## src/hdl/kmcCorePkg.sv

```systemverilog
//////////////////////////////////////////////////////////////////////
// Datapath widths and sequencer states
// MAR carries one bit above the 1K RAM address for overflow
//////////////////////////////////////////////////////////////////////

package kmcCorePkg;

   // Data bus
   localparam int dataWidth = 8;
   typedef logic [dataWidth-1:0] dataByte;

   // MAR, 10 address bits plus overflow
   localparam int marBits = 11;
   typedef logic [marBits-1:0] marWord;

   //////////////////////////////////////////////////////////////////////
   // Microsequencer states
   //////////////////////////////////////////////////////////////////////
   typedef enum logic [1:0]
   {
      sIdle,
      sFetch,
      sExec,
      sHalt
   } seqState;

endpackage

```

## src/hdl/kmcOut.sv

```systemverilog
//////////////////////////////////////////////////////////////////////
// Output port register
// Strobe is a single cycle with no back-pressure
//////////////////////////////////////////////////////////////////////

`timescale 1ns/100ps

module kmcOut
   import kmcCorePkg::*;
(
   input  logic    clk,
   input  logic    rstN,
   input  logic    init,
   input  logic    outEn,
   input  dataByte aluOut,
   output dataByte outData,
   output logic    outStrobe
);

   // Data held until the next output word
   always_ff @(posedge clk or negedge rstN)
   begin
      if (!rstN)
      begin
         outData   <= '0;
         outStrobe <= 1'b0;
      end
      else if (init)
      begin
         outData   <= '0;
         outStrobe <= 1'b0;
      end
      else
      begin
         // Strobe lands in the cycle after exec
         outStrobe <= outEn;
         if (outEn)
            outData <= aluOut;
      end
   end

endmodule

```

## config.mk

```make
export PLATFORM = sky130hd
export DESIGN_NAME = kmcOut
export DESIGN_NICKNAME = d
export VERILOG_FILES = /design/src/hdl/kmcCorePkg.sv /design/src/hdl/kmcOut.sv
export SDC_FILE = /design/constraint.sdc
export NUM_CORES = 1
export LEC_CHECK = 0
export BUFFER_PORTS_ARGS = -buffer_cell sky130_fd_sc_hd__buf_2
export CAP_MARGIN = 20
export CELL_PAD_IN_SITES_DETAIL_PLACEMENT = 0
export CELL_PAD_IN_SITES_GLOBAL_PLACEMENT = 1
export CORE_UTILIZATION = 26
export DETAILED_ROUTE_END_ITERATION = 16
export GPL_TIMING_DRIVEN = 1
export PLACE_DENSITY = 0.76
export SYNTH_ARGS = -nofsm -noshare
export SYNTH_HDL_FRONTEND = slang
export SYNTH_SLANG_ARGS = --single-unit
```

## constraint.sdc

```tcl
create_clock -name clk -period 0.8 [get_ports clk]
set_input_delay 0.16 -clock clk [delete_from_list [all_inputs] [get_ports clk]]
set_output_delay 0.16 -clock clk [all_outputs]
set_load 0.005 [all_outputs]
```

==> results by group <==
CTS
  • H-tree levels: 1
  • Total CTS buffers: 3
  • CTS tree: yes
  • Skew-Pair Late Insertion Delay: 0.26 ns
  • Post-CTS sizing: 0
  • CTS Root Cell: clkbuf_4
  • Worst-path clk slew: 0.06 ns
  • CTS Buffer Depth: 2
  • Clock Sinks: 9

Critical path
  • CP top delay family: flip-flops
  • CP arrival: 0.77 ns
  • Slowest Stage Delay on Critical Path: 0.38 ns
  • FF-to-FF Start: outData[3]
  • Crit-path max FO: 2
  • Critical path class: flip-flop to primary output
  • Bufs and invs on worst path: 1
  • Worst Setup SP: outData[7]
  • Crit-path cells: buf_2
  • Worst Setup End Kind: primary output
  • Startpoint types: flip-flop
  • CP required: 0.64 ns
  • Slowest CP cell: dfrtp_1

Cells and area
  • Antenna fix cells: 0
  • Layout Nets: 67
  • Layout area overhead: 45.1%
  • Most frequent cells in the layout: buf_2, dfrtp_1, mux2i_1, nor2_1
  • Util after Layout: 0.404
  • Commonest non-fill, non-tap cell in the layout: buf_2
  • Non-Filler Instances: 69
  • Share of layout cells above drive strength 1: 0.481
  • Fillers: 138
  • Design area: 519 um2

STA
  • Fmax: 1080 MHz
  • Slew Limit Headroom: 0.842
  • Final min period: 0.928 ns
  • Final period utilization: 1.16
  • Max Slew Vio Count: 0
  • Final Hold Fails: 0
  • Unrepaired setup endpoints after global routing: true
  • Worst-margin pin slew: 0.236 ns
  • Worst Skew: 0 ns
  • Final worst slack: -0.128 ns
  • # setup viols final: 9

Detailed routing
  • DRT iter0 DRCs: 3
  • Antenna-violating nets left: 0
  • WL/cell: 10.6 um
  • # DRC: 0
  • Via count: 301
  • Drt pass-1 iters: 4
  • Final wirelength: 732 um
  • Vias/cell: 4.36

Synth
  • Post-synthesis cell type count: 6
  • Synth Net Count: 40
  • Syn Std Cell Area: 358 um2
  • Register area share after synthesis: 0.629
  • Cells after Synth: 28
  • Synth Warn #: 0
  • Post-synthesis average cell area: 12.8 um2
  • Total of flip-flops plus latches after synthesis: 9

Pwr
  • Power per standard cell area: 1880 nW/um2
  • Maximum vdd ir drop: 0.631 mV
  • Pleak: 0.000306 uW

Placed design
  • Dpl cells: 61
  • Area of placed instances: 460 um2
  • GPL Wtd Cong: 0.699
  • Count of input and output buffers: 20

Floorplanning
  • Initial core utilization: 0.278
  • Die area: 1530 um2
  • Width of the die: 39.1 um
  • Vert. Die Dim: 39.1 um
  • Num rows: 13
  • Num ports: 21
  • Core Footprint: 1280 um2

Status
  • Violated checks: setup timing
  • Outcome: complete, but fails checks

Global routing
  • Largest net degree at the start of global routing: 10
  • First-pass GRT wire length: 1040 um
  • Grt ovf: 0
  • Overall routing resource usage: 0.114
  • Number of global-route vias before repair: 235
  • Initial antenna violation count: 0

Hold path
  • Hold path start: aluOut[2]
  • Hold Crit Class: input port to flip-flop

Job
  • Max cap viols: 0
## final timing paths
kind                       slack [ns]  cells past startpoint         end
min in group asynchronous        0.28                      2  outData[2]
hold / removal                   0.15                      3  outData[2]
max in group asynchronous        0.34                      2  outData[4]
setup reg to reg                    0                      3  outData[3]
setup / recovery                -0.13                      1  outData[7]
hold reg to reg                  0.52                      2  outData[1]
## cell usage after synthesis
| library cell | instances | area (um2) |
|---|---|---|
| buf_6 | 1 | 11.3 |
| dfrtp_1 | 9 | 225 |
| mux2i_1 | 8 | 80.1 |
| clkbuf_2 | 1 | 5.00 |
| nor2_1 | 8 | 30.0 |
| nor2b_1 | 1 | 6.26 |
## logic make-up (layout without fill, tap and decap cells)
| group | Yosys count | in the layout | synth area share |
|---|---|---|---|
| flops | 9 | 9 | 0.629 |
| simple gates | 9 | 9 | 0.101 |
| buf+inv | 2 | 28 | 0.0454 |
| mux | 8 | 8 | 0.224 |
## report_power, final
group,total (uW),leakage [uW],switching (uW),internal (uW)
registers,492,0.000119,12.0,480
logic,131,0.000172,58.8,72.7
clock network,354,0.0000150,161,192
## final cells by class
cell class                      instances  area (um2)  share of cell area
Sequential cell                         9         225               0.434
Timing Repair Buffer                   24         133               0.255
Multi-Input combinational cell         17         116               0.224
Clock buffer                            4        26.3              0.0506
Tap cell                               15        18.8              0.0361
## metrics by stage
step,setup TNS [ns],setup WS [ns],power (uW),hold slack (ns)
after global placement,0,0.00819,617,0.0197
final,-1.06,-0.128,977,0.146
after CTS,-1.17,-0.142,985,0.137
after floorplan,0,0.154,558,-0.136
after global routing,-1.47,-0.171,1040,0.135
after detailed placement,-0.00724,-0.00724,618,0.0235
## sequential cells by signal, summed over array words and instances, names as in the netlist
signal,flops
outData,8
outStrobe,1
## metal layers
layer | global-route usage | vias up | routed length, um
li1 | - | 143 | -
met1 | 0.129 | 146 | 319
met2 | 0.154 | 10 | 374
met3 | 0.0520 | 2 | 32
met4 | 0.103 | 0 | 6
met5 | 0 | - | 0
## what timing repair did
action / in CTS / in global routing
hold endpoints to repair: 9 / 0
hold buffers: 1 / 0
buffers inserted: 0 / 3
pin swaps: 0 / 0
endpoints found under the setup margin: 9 / 9
Note: power is estimated with default switching activity, not from simulation.
