`config.mk`:
```
export PLATFORM = sky130hd
export DESIGN_NAME = kmcAlu
export DESIGN_NICKNAME = d
export VERILOG_FILES = /design/src/hdl/kmcUcodePkg.sv /design/src/hdl/kmcCorePkg.sv /design/src/hdl/kmcAlu.sv
export SDC_FILE = /design/constraint.sdc
export NUM_CORES = 1
export LEC_CHECK = 0
export BUFFER_PORTS_ARGS = -buffer_cell sky130_fd_sc_hd__buf_4
export CELL_PAD_IN_SITES_DETAIL_PLACEMENT = 1
export CELL_PAD_IN_SITES_GLOBAL_PLACEMENT = 1
export CORE_MARGIN = 4
export CORE_UTILIZATION = 35
export DETAILED_ROUTE_END_ITERATION = 10
export PLACE_DENSITY = 0.9
export SLEW_MARGIN = 20
export SYNTH_ARGS = -nofsm -noshare
export SYNTH_HDL_FRONTEND = slang
export SYNTH_SLANG_ARGS = --single-unit
```
`constraint.sdc`:
```
create_clock -name clk -period 2.1 [get_ports clk]
set_input_delay 0.21 -clock clk [delete_from_list [all_inputs] [get_ports clk]]
set_output_delay 0.21 -clock clk [all_outputs]
set_load 0.02 [all_outputs]
```
`src/hdl/kmcUcodePkg.sv`:
```
//////////////////////////////////////////////////////////////////////
// Microword layout for the byte processor control store
// Opcodes outside the enum act as no-ops in the sequencer
// Bit 8 of the microword is unused and ignored by decode
//////////////////////////////////////////////////////////////////////

package kmcUcodePkg;

   // One control-store word
   localparam int ucodeWidth = 16;
   typedef logic [ucodeWidth-1:0] ucodeWord;

   //////////////////////////////////////////////////////////////////////
   // Field positions
   //////////////////////////////////////////////////////////////////////
   localparam int opLsb      = 13;
   localparam int opWidth    = 3;
   localparam int dstLsb     = 11;
   localparam int dstWidth   = 2;
   localparam int marOpLsb   = 9;
   localparam int marOpWidth = 2;
   localparam int immLsb     = 0;
   localparam int immWidth   = 8;

   //////////////////////////////////////////////////////////////////////
   // Field encodings
   //////////////////////////////////////////////////////////////////////
   typedef enum logic [opWidth-1:0]
   {
      opMovImm = 3'd0,
      opMovMem = 3'd1,
      opAddImm = 3'd2,
      opJump   = 3'd3,
      opHalt   = 3'd4
   } ucodeOp;

   typedef enum logic [dstWidth-1:0] {dstNone, dstMem, dstBrg, dstOut} ucodeDst;

   typedef enum logic [marOpWidth-1:0] {marNone, marLdLo, marLdHi, marInc} ucodeMar;

endpackage

```
`src/hdl/kmcCorePkg.sv`:
```
//////////////////////////////////////////////////////////////////////
// Datapath widths and sequencer states
// MAR carries one bit above the 1K RAM address for overflow
//////////////////////////////////////////////////////////////////////

package kmcCorePkg;

   // Data bus
   localparam int dataWidth = 8;
   typedef logic [dataWidth-1:0] dataByte;

   // MAR, 10 address bits plus overflow
   localparam int marBits = 11;
   typedef logic [marBits-1:0] marWord;

   //////////////////////////////////////////////////////////////////////
   // Microsequencer states
   //////////////////////////////////////////////////////////////////////
   typedef enum logic [1:0]
   {
      sIdle,
      sFetch,
      sExec,
      sHalt
   } seqState;

endpackage

```
`src/hdl/kmcAlu.sv`:
```
//////////////////////////////////////////////////////////////////////
// ALU with the byte register BRG
// Only pass-immediate, pass-memory and add-immediate are supported
// Adder wraps modulo 256 with no carry out
//////////////////////////////////////////////////////////////////////

`timescale 1ns/100ps

module kmcAlu
   import kmcUcodePkg::*, kmcCorePkg::*;
(
   input  logic    clk,
   input  logic    rstN,
   input  logic    init,
   input  ucodeOp  op,
   input  dataByte imm,
   input  dataByte memData,
   input  logic    aluEn,
   output dataByte aluOut
);

   dataByte brg;
   dataByte sum;

   // Adder, BRG plus immediate
   assign sum = brg + imm;

   //////////////////////////////////////////////////////////////////////
   // Source select
   //////////////////////////////////////////////////////////////////////
   always_comb
   begin
      case (op)
         opMovImm: aluOut = imm;
         opMovMem: aluOut = memData;
         opAddImm: aluOut = sum;
         // Jump, halt and no-op words still drive the MAR path
         default:  aluOut = imm;
      endcase
   end

   //////////////////////////////////////////////////////////////////////
   // BRG
   //////////////////////////////////////////////////////////////////////
   always_ff @(posedge clk or negedge rstN)
   begin
      if (!rstN)
         brg <= '0;
      else if (init)
         brg <= '0;
      else if (aluEn)
         brg <= aluOut;
   end

endmodule

```
==> run summary <==
Status - complete, but fails checks
Failing checks - negative setup slack
Top reg by flops - brg
Initial Util - 0.385
Port Buffers - 30
Largest regs - brg: 8 flops
Largest register FFs - 8
Non-filler instance count after layout - 172
Largest stage delay on the critical path - 400 ps
VDD IR max - 0.362 mV
HPWL after DPL - 2290 um
First-pass GRT wire length - 5320 um
R2r worst-path depth - 8
Final Worst Setup Slack - -170 ps
Tot GR Track Use - 0.207
LEAKAGE - 0.000620 uW
Finished Cell Area - 1370 um2
# setup viols final - 5
Final hold slack - 190 ps
Top_reg_cell synth - dfrtp_1
Cell family with most CP delay - adder cells
Final Core Density - 0.594
Post-Place Cells - 162
Cell taking the most area after synthesis - dfrtp_1
Routed WL - 3140 um
Post-Syn Nets - 135
Clock Skews - 0.555 ps
Htree depth - 1
Worst-path cell chain - ha_4 > fa_2 > a21o_1 > a21oi_2 > mux2i_1 > nand2_1 > buf_6
Critical Path Fanout Max - 2
Largest net degree at the start of global routing - 17
Critical path endpoint category - output pin
Worst Setup Start Kind - flop
Grt total ovfl - 0
CTS tree - done
Worst endpoint required time - 1890 ps
WP depth - 7
Max-cap violations - 0
Die outline height - 58.3 um
Initial drt markers - 18
Area Overhead vs Synth - 54.3%
Final period util - 1.08
CTS clk-pin slew, worst paths - 50 ps
Slew margin rel. - 0.698
Area after DPL - 1150 um2
Drt pass-1 iters - 3
Vias/cell - 5.83
Detailed-route DRC error count - 0
Syn_area_per_cell - 8.51 um2
Pins Over Slew Limit - 0
Root Buffer - clkbuf_4
Synth cell types - 42
Crit path buf inv count - 1
Initial antenna violation count - 0
Critical Path AT - 2060 ps
CTS Buffer Depth - 2
Core ar. - 2300 um2
Post-synthesis sequential area ratio - 0.226
WS Path Type - flop to output pin
Post-synth EDFFs - 0
Die Wd - 58.3 um
Number of global-route vias before repair - 1114
Critical path's slowest cell - dfrtp_1
Yosys top cell area share - 0.226
Total power - 631 uW
Minimum clock period - 2270 ps
Max Fclk - 440 MHz
RSZ-0062 raised after global routing - true
Gp weighted congestion - 0.813
Cell count after synthesis - 104
Class of the worst hold path - input pin to flop
Num CTS Buffers - 3
DR WL/cell - 18.3 um
Synth Warn # - 0
Pwr/cell area - 462 nW/um2
WHS Path Cells - 2
Share of cells above drive strength 1 - 0.444
Synthesized area - 885 um2
IO Pins - 31
Worst slew pin tran - 451 ps
Clock Latency Late Sink - 260 ps
Cell Rows - 17
Total Nets Final - 177
Antenna diodes - 0
Post-synthesis sequential element count - 8
Die area - 3400 um2
Clock sinks - 8
FFs w/ async S/R, synth - 1.00
Vias - 1003
Top cells by area, synth - dfrtp_1 23%, ha_1 9.9%, a21oi_1 5.1%
Hold Vio Cnt, Final - 0
Number of nets with antenna violations after routing - 0
-- where the power goes --
| part | internal [uW] | switching, uW | total, uW |
|---|---|---|---|
| registers | 166 | 11.6 | 178 |
| logic | 164 | 166 | 330 |
| clock network | 65.7 | 57.5 | 123 |
-- cells in the final DEF (no fill, tap or decap), types with 4 or more instances in the layout --
cell / netlist / layout
nor2_1: 12 / 12
inv_1: 5 / 5
ha_4: 0 / 5
dfrtp_1: 8 / 8
and2_1: 5 / 5
buf_4: 0 / 36
a21oi_1: 9 / 6
buf_6: 0 / 4
-- cells in the mapped netlist (2+ instances only) --
cell type,instances
nand2_1,3
a21o_1,2
dfrtp_1,8
nor2b_1,3
a21oi_1,9
nor2_1,12
a311oi_1,2
a22oi_1,2
a211oi_1,4
o211ai_1,3
and2_1,5
ha_1,7
inv_1,5
o21ai_0,3
a221oi_1,3
a2bb2oi_1,3
mux2i_1,2
clkbuf_2,2
nand3_1,2
o21bai_1,2
-- routing by layer --
layer  up-vias  GRT usage  wire length [um]
met3         5     0.0445               214
li1        487          -                 -
met5         -          0                 0
met4         0     0.0695                48
met1       479      0.226              1260
met2        32      0.388              1630
-- kinds of logic (layout without fill, tap and decap cells) --
kind of cell,after synthesis,count (layout),share of synthesized area
flip-flops,8,8,0.226
AND/OR/NAND/NOR,33,33,0.199
buffers and inverters,9,49,0.0509
AO/OA/AOI/OAI,42,42,0.359
multiplexers,2,2,0.0226
adder cells (fa/ha/maj),8,8,0.122
XOR/XNOR,2,2,0.0198
-- what timing repair did --
item | in CTS | in global routing
endpoints found under the setup margin | 7 | 7
buffers inserted | 2 | 5
hold endpoints to repair | 8 | 0
hold buffers | 1 | 0
pin swaps | 6 | 11
resized for setup | 19 | 5
-- layout make-up --
| type | count | area [um2] |
|---|---|---|
| tap | 28 | 35.0 |
| timing repair buffer | 41 | 325 |
| multi-input combinational | 87 | 763 |
| inverter | 5 | 18.8 |
| clock buffer | 3 | 22.5 |
| sequential | 8 | 200 |
| fill | 272 | 932 |
-- stage by stage --
stage / setup WS, ps / TNS, ps
detailed placement: 16.9 / 0
global route: -285 / -1060
CTS: -184 / -430
finish: -170 / -450
global placement: 54.7 / 0
floorplan: 88.6 / 0
-- path summary, 6_finish.rpt --
kind | slack, ps | endpoint | start
max in group asynchronous | 1660 | brg[5] | rstN
max | -170 | aluOut[4] | brg[0]
max reg2reg | 250 | brg[2] | brg[0]
min | 190 | brg[2] | init
min reg2reg | 610 | brg[6] | brg[6]
min in group asynchronous | 300 | brg[2] | rstN
No activity file was read; power rests on OpenSTA's default activity.
