### src/hdl/kmcUcodePkg.sv
//////////////////////////////////////////////////////////////////////
// Microword layout for the byte processor control store
// Opcodes outside the enum act as no-ops in the sequencer
// Bit 8 of the microword is unused and ignored by decode
//////////////////////////////////////////////////////////////////////

package kmcUcodePkg;

   // One control-store word
   localparam int ucodeWidth = 16;
   typedef logic [ucodeWidth-1:0] ucodeWord;

   //////////////////////////////////////////////////////////////////////
   // Field positions
   //////////////////////////////////////////////////////////////////////
   localparam int opLsb      = 13;
   localparam int opWidth    = 3;
   localparam int dstLsb     = 11;
   localparam int dstWidth   = 2;
   localparam int marOpLsb   = 9;
   localparam int marOpWidth = 2;
   localparam int immLsb     = 0;
   localparam int immWidth   = 8;

   //////////////////////////////////////////////////////////////////////
   // Field encodings
   //////////////////////////////////////////////////////////////////////
   typedef enum logic [opWidth-1:0]
   {
      opMovImm = 3'd0,
      opMovMem = 3'd1,
      opAddImm = 3'd2,
      opJump   = 3'd3,
      opHalt   = 3'd4
   } ucodeOp;

   typedef enum logic [dstWidth-1:0] {dstNone, dstMem, dstBrg, dstOut} ucodeDst;

   typedef enum logic [marOpWidth-1:0] {marNone, marLdLo, marLdHi, marInc} ucodeMar;

endpackage

### src/hdl/kmcCorePkg.sv
//////////////////////////////////////////////////////////////////////
// Datapath widths and sequencer states
// MAR carries one bit above the 1K RAM address for overflow
//////////////////////////////////////////////////////////////////////

package kmcCorePkg;

   // Data bus
   localparam int dataWidth = 8;
   typedef logic [dataWidth-1:0] dataByte;

   // MAR, 10 address bits plus overflow
   localparam int marBits = 11;
   typedef logic [marBits-1:0] marWord;

   //////////////////////////////////////////////////////////////////////
   // Microsequencer states
   //////////////////////////////////////////////////////////////////////
   typedef enum logic [1:0]
   {
      sIdle,
      sFetch,
      sExec,
      sHalt
   } seqState;

endpackage

### src/hdl/kmcSeq.sv
//////////////////////////////////////////////////////////////////////
// Microsequencer with loadable control store
// Two cycles per microword, fetch then exec
// Control-store writes are taken in any state
// Jump targets wrap modulo the control-store depth
//////////////////////////////////////////////////////////////////////

`timescale 1ns/100ps

module kmcSeq
   import kmcUcodePkg::*, kmcCorePkg::*;
#(
   parameter int cramAddrWidth = 6
)
(
   input  logic                     clk,
   input  logic                     rstN,
   input  logic                     init,
   input  logic                     start,
   input  logic                     ucodeWe,
   input  logic [cramAddrWidth-1:0] ucodeAddr,
   input  ucodeWord                 ucodeData,
   output ucodeOp                   op,
   output ucodeDst                  dst,
   output ucodeMar                  marOp,
   output dataByte                  imm,
   output logic                     aluEn,
   output logic                     marClkEn,
   output logic                     memClkEn,
   output logic                     outEn,
   output logic                     done
);

   ucodeWord                 cram [2**cramAddrWidth];
   ucodeWord                 uword;
   logic [cramAddrWidth-1:0] pc;
   seqState                  state;
   logic                     isExec;
   logic                     isMove;
   logic                     isAluOp;

   // Control-store load port
   always_ff @(posedge clk)
   begin
      if (ucodeWe)
         cram[ucodeAddr] <= ucodeData;
   end

   // Microword register, loaded at the end of fetch
   always_ff @(posedge clk or negedge rstN)
   begin
      if (!rstN)
         uword <= '0;
      else if (state == sFetch)
         uword <= cram[pc];
   end

   //////////////////////////////////////////////////////////////////////
   // State machine and PC
   //////////////////////////////////////////////////////////////////////
   always_ff @(posedge clk or negedge rstN)
   begin
      if (!rstN)
      begin
         state <= sIdle;
         pc    <= '0;
      end
      else if (init)
      begin
         state <= sIdle;
         pc    <= '0;
      end
      else
      begin
         case (state)
            sIdle, sHalt:
               if (start)
               begin
                  state <= sFetch;
                  pc    <= '0;
               end
            sFetch:
               state <= sExec;
            default:
               // Exec, pick the next word
               if (op == opHalt)
                  state <= sHalt;
               else
               begin
                  state <= sFetch;
                  pc    <= (op == opJump) ? cramAddrWidth'(imm) : pc + 1'b1;
               end
         endcase
      end
   end

   // Field split
   assign op    = ucodeOp'(uword[opLsb +: opWidth]);
   assign dst   = ucodeDst'(uword[dstLsb +: dstWidth]);
   assign marOp = ucodeMar'(uword[marOpLsb +: marOpWidth]);
   assign imm   = uword[immLsb +: immWidth];

   //////////////////////////////////////////////////////////////////////
   // Decode into one-cycle enables
   //////////////////////////////////////////////////////////////////////
   assign isExec  = (state == sExec);
   assign isMove  = (op == opMovImm) || (op == opMovMem);
   // ALU result is meaningful
   assign isAluOp = isMove || (op == opAddImm);

   assign memClkEn = isExec && isMove && (dst == dstMem);
   assign aluEn    = isExec && isAluOp && (dst == dstBrg);
   assign outEn    = isExec && isAluOp && (dst == dstOut);
   assign marClkEn = isExec && (marOp != marNone);
   assign done     = (state == sHalt);

endmodule

### config.mk
export PLATFORM = sky130hd
export DESIGN_NAME = kmcSeq
export DESIGN_NICKNAME = d
export VERILOG_FILES = /design/src/hdl/kmcUcodePkg.sv /design/src/hdl/kmcCorePkg.sv /design/src/hdl/kmcSeq.sv
export SDC_FILE = /design/constraint.sdc
export NUM_CORES = 1
export LEC_CHECK = 0
export ABC_AREA = 0
export BUFFER_PORTS_ARGS = -buffer_cell sky130_fd_sc_hd__buf_2
export CORE_ASPECT_RATIO = 0.75
export CORE_MARGIN = 8
export CORE_UTILIZATION = 61
export DETAILED_ROUTE_END_ITERATION = 7
export PLACE_DENSITY_LB_ADDON = 0.3
export SYNTH_ARGS = -nofsm -noshare
export SYNTH_HDL_FRONTEND = slang
export SYNTH_SLANG_ARGS = --single-unit
### constraint.sdc
create_clock -name clk -period 3.28 [get_ports clk]
set_clock_uncertainty 0.2 [all_clocks]
set_input_delay 0.164 -clock clk [delete_from_list [all_inputs] [get_ports clk]]
set_output_delay 0.164 -clock clk [all_outputs]
set_load 0.005 [all_outputs]
==> metrics.cfg <==
[run_status]
status=finished clean

[final_layout]
design_area_um2=43150
synthToLayoutAreaGrowth_pct=13.10
fillCellCount=3714
final_cell_mix=edfxtp_1 (960), mux2i_1 (230), buf_4 (165), mux4_2 (131), clkbuf_16 (91)
drive_gt1_frac=0.2160
final_common_cell=edfxtp_1
fin_nets=2176
antenna_cells=0

[clocking]
cts_tree=built
root_buffer=clkbuf_16
numCtsBuffers=89
htree_levels=3
clk_pin_slew_worst_paths_ns=0.07
clock_sinks=983
clockBufferDepth=3
clock_latency_ns=0.65

[setup_path]
cp_data_required_time_ns=3.57
cpMaxStageDelayCell=a2111oi_0
rr_startpoint=pc[0]$_DFFE_PN0P_
r2r_slack_ns=0.26
cp_data_arrival_time_ns=3.31
max_stage_delay_ns=0.67
end_kind=register
start_kind=register
cp_max_fo=53
cp_cell_sequence=buf_12 -> mux4_2 -> mux2i_1 -> nor2_1 -> a2111oi_0 -> o21ai_1
cpLargestDelayFamily=compound AO/OA/AOI/OAI gates
timing.critical_path.buf_inv=1
startpoint=pc[0]$_DFFE_PN0P_
worstSetupPathType=register to register

[run]
cap_viol_max_count=0

[grt]
grt_pass1_wl_um=137900
gr-total-overflow=0
grt_start_max_net_pins=65
antenna_found_initial=4
grtUsageTotal=0.2691
first_global_vias=20190

[die]
core-area_um2=61980
die_h_um=232.6
io_pins=47
row_count=79
die_area_um2=70890
die_w_um=304.8
initial_core_util=0.6156

[power_and_ir_drop]
fin_total_pwr_mw=28.77
cellPowerDensity_nw_per_um2=666.8
vdd_drop_max_uv=548.1
power_leakage_nw=13.49

[logic_synthesis]
ys_ff_latch=983
async_reset_ff_frac=0.02340
synth_mux_area_frac=0.1380
syn_nets=1955
yosysSeqAreaShare=0.7706
synth_top_family_by_area=multiplexers
synth_top_area_cell=edfxtp_1
synth-xor-area-share=0
synth_edf_count=960
ys_types=48
synthFlopType=edfxtp_1
synth.area.top_cells=edfxtp_1 (76%), mux4_2 (7.7%), mux2i_1 (6.0%), dfrtp_1 (1.5%), o221ai_1 (0.94%)
synth_cells=1922
synth_area_per_cell_um2=19.85
yosysWarnings=0
synth_compound_area_frac=0.04814
synth_top_cell_area_share=0.7556
yosys.area_share.simple=0.02473
syn-cell-area_um2=38150
synth_adder_area_share=0.001968

[route]
ant_nets=0
drt_iter0_markers=3065
avgRoutedWirePerCell_um=31.59
drc_errors=0
via_per_inst=6.798
wirelength_um=95490
drt_pass1_iterations=6
vias=20550

[place]
place_area_um2=40280
hpwl_um=60130
gp_congestion=0.9756
port_buffers=45

[timing]
finalCritPeriodShare=0.9199
setup_viol=0
finalHoldViolCount=0
rsz0062_at_grt=no
maxSlewViolCount=0
tightest_slew_ns=1.253
slew_headroom=0.1618
max_freq_mhz=331.4
post-route-min-period_ns=3.017
fin_setup_tns_ns=0

[worst_hold_path]
hp-start=ucodeData[12]
hold_class=input pin to register

==> flip-flops by register name, summed over array words and instances, names as in the netlist <==
register and flops:
cram 960, state 2, pc 6, uword 15
==> power breakdown <==
part	internal, mW	leakage, nW	switching (mW)	total, mW
logic	2.05	3.24	2.56	4.61
registers	14.0	8.93	0.335	14.3
clock network	5.52	1.32	4.35	9.87
total	21.5	13.5	7.24	28.8
==> metal layers <==
metal / routed length [um] / part of all wire / global-route usage
met1: 37230 / 0.39 / 0.3894
met5: 0 / 0 / 0
met2: 41470 / 0.43 / 0.3920
met3: 13910 / 0.15 / 0.09055
met4: 2883 / 0.030 / 0.08085
==> per-stage QoR <==
stage | instances | setup WS [ns] | utilization | hold WS, ns
after floorplan | 1922 | 0.9917 | - | -0.3316
after global placement | 2849 | 0.4105 | 0.6500 | -0.01613
final | 3023 | 0.2627 | 0.6963 | 0.005017
after detailed placement | 2849 | 0.4125 | 0.6500 | -0.003161
after global routing | 3023 | 0.2155 | 0.6963 | 0.03051
after CTS | 3023 | 0.3572 | 0.6963 | 0.009644
==> worst paths after layout <==
check | endpoint | depth (start not counted)
max in group asynchronous | pc[2]$_DFFE_PN0P_ | 4
setup reg to reg | uword[7]$_DFFE_PN0N_ | 6
setup / recovery | uword[7]$_DFFE_PN0N_ | 6
hold / removal | cram[28][12]$_DFFE_PP_ | 2
min in group asynchronous | pc[3]$_DFFE_PN0P_ | 4
hold reg to reg | state[0]$_DFFE_PN0P_ | 2
==> cell usage after synthesis (2+ instances only) <==
| cell type | number |
|---|---|
| o22ai_1 | 43 |
| or3b_2 | 3 |
| nand2b_1 | 4 |
| o21ai_0 | 24 |
| buf_4 | 19 |
| a22oi_1 | 42 |
| clkbuf_1 | 33 |
| buf_6 | 10 |
| or4_1 | 4 |
| o31a_1 | 4 |
| edfxtp_1 | 960 |
| nor3_1 | 16 |
| ha_1 | 6 |
| nand3_1 | 10 |
| buf_1 | 3 |
| buf_2 | 39 |
| a21oi_1 | 42 |
| nor3b_1 | 2 |
| nor2_1 | 82 |
| or3_1 | 8 |
| a2111oi_0 | 8 |
| a32o_1 | 7 |
| a22o_1 | 21 |
| o221ai_1 | 41 |
| o211ai_1 | 2 |
| o31ai_1 | 3 |
| mux2i_1 | 230 |
| mux4_2 | 131 |
| a211o_1 | 4 |
| nand2_1 | 39 |
| nor2b_1 | 14 |
| dfrtp_1 | 23 |
| nor4_1 | 5 |
| nand3b_1 | 8 |
| a31oi_1 | 2 |
| inv_1 | 6 |
| a211oi_1 | 13 |
==> area by class of cell <==
type | count | area (um2) | share of cell area
Clock buffer | 119 | 2392 | 0.05544
Clock inverter | 42 | 335.3 | 0.007771
Inverter | 7 | 26.28 | 0.0006089
Multi-Input combinational cell | 827 | 8124 | 0.1883
Sequential cell | 983 | 29420 | 0.6817
Tap cell | 810 | 1013 | 0.02349
Timing Repair Buffer | 235 | 1844 | 0.04274
==> kinds of logic (layout without fill, tap and decap cells) <==
group / count (synthesis) / in the layout
mux: 362 / 362
compound gates: 259 / 259
simple gates: 200 / 200
fa+ha+maj: 6 / 6
flops: 983 / 983
buf+inv: 112 / 403
==> timing repair <==
action | 4_1_cts | 5_1_grt
endpoints found under the hold margin | 184 | 0
hold buffers | 13 | 0
gates resized for setup | 0 | 0
buffers inserted | 0 | 0
Note: power is estimated with default switching activity, not from simulation.
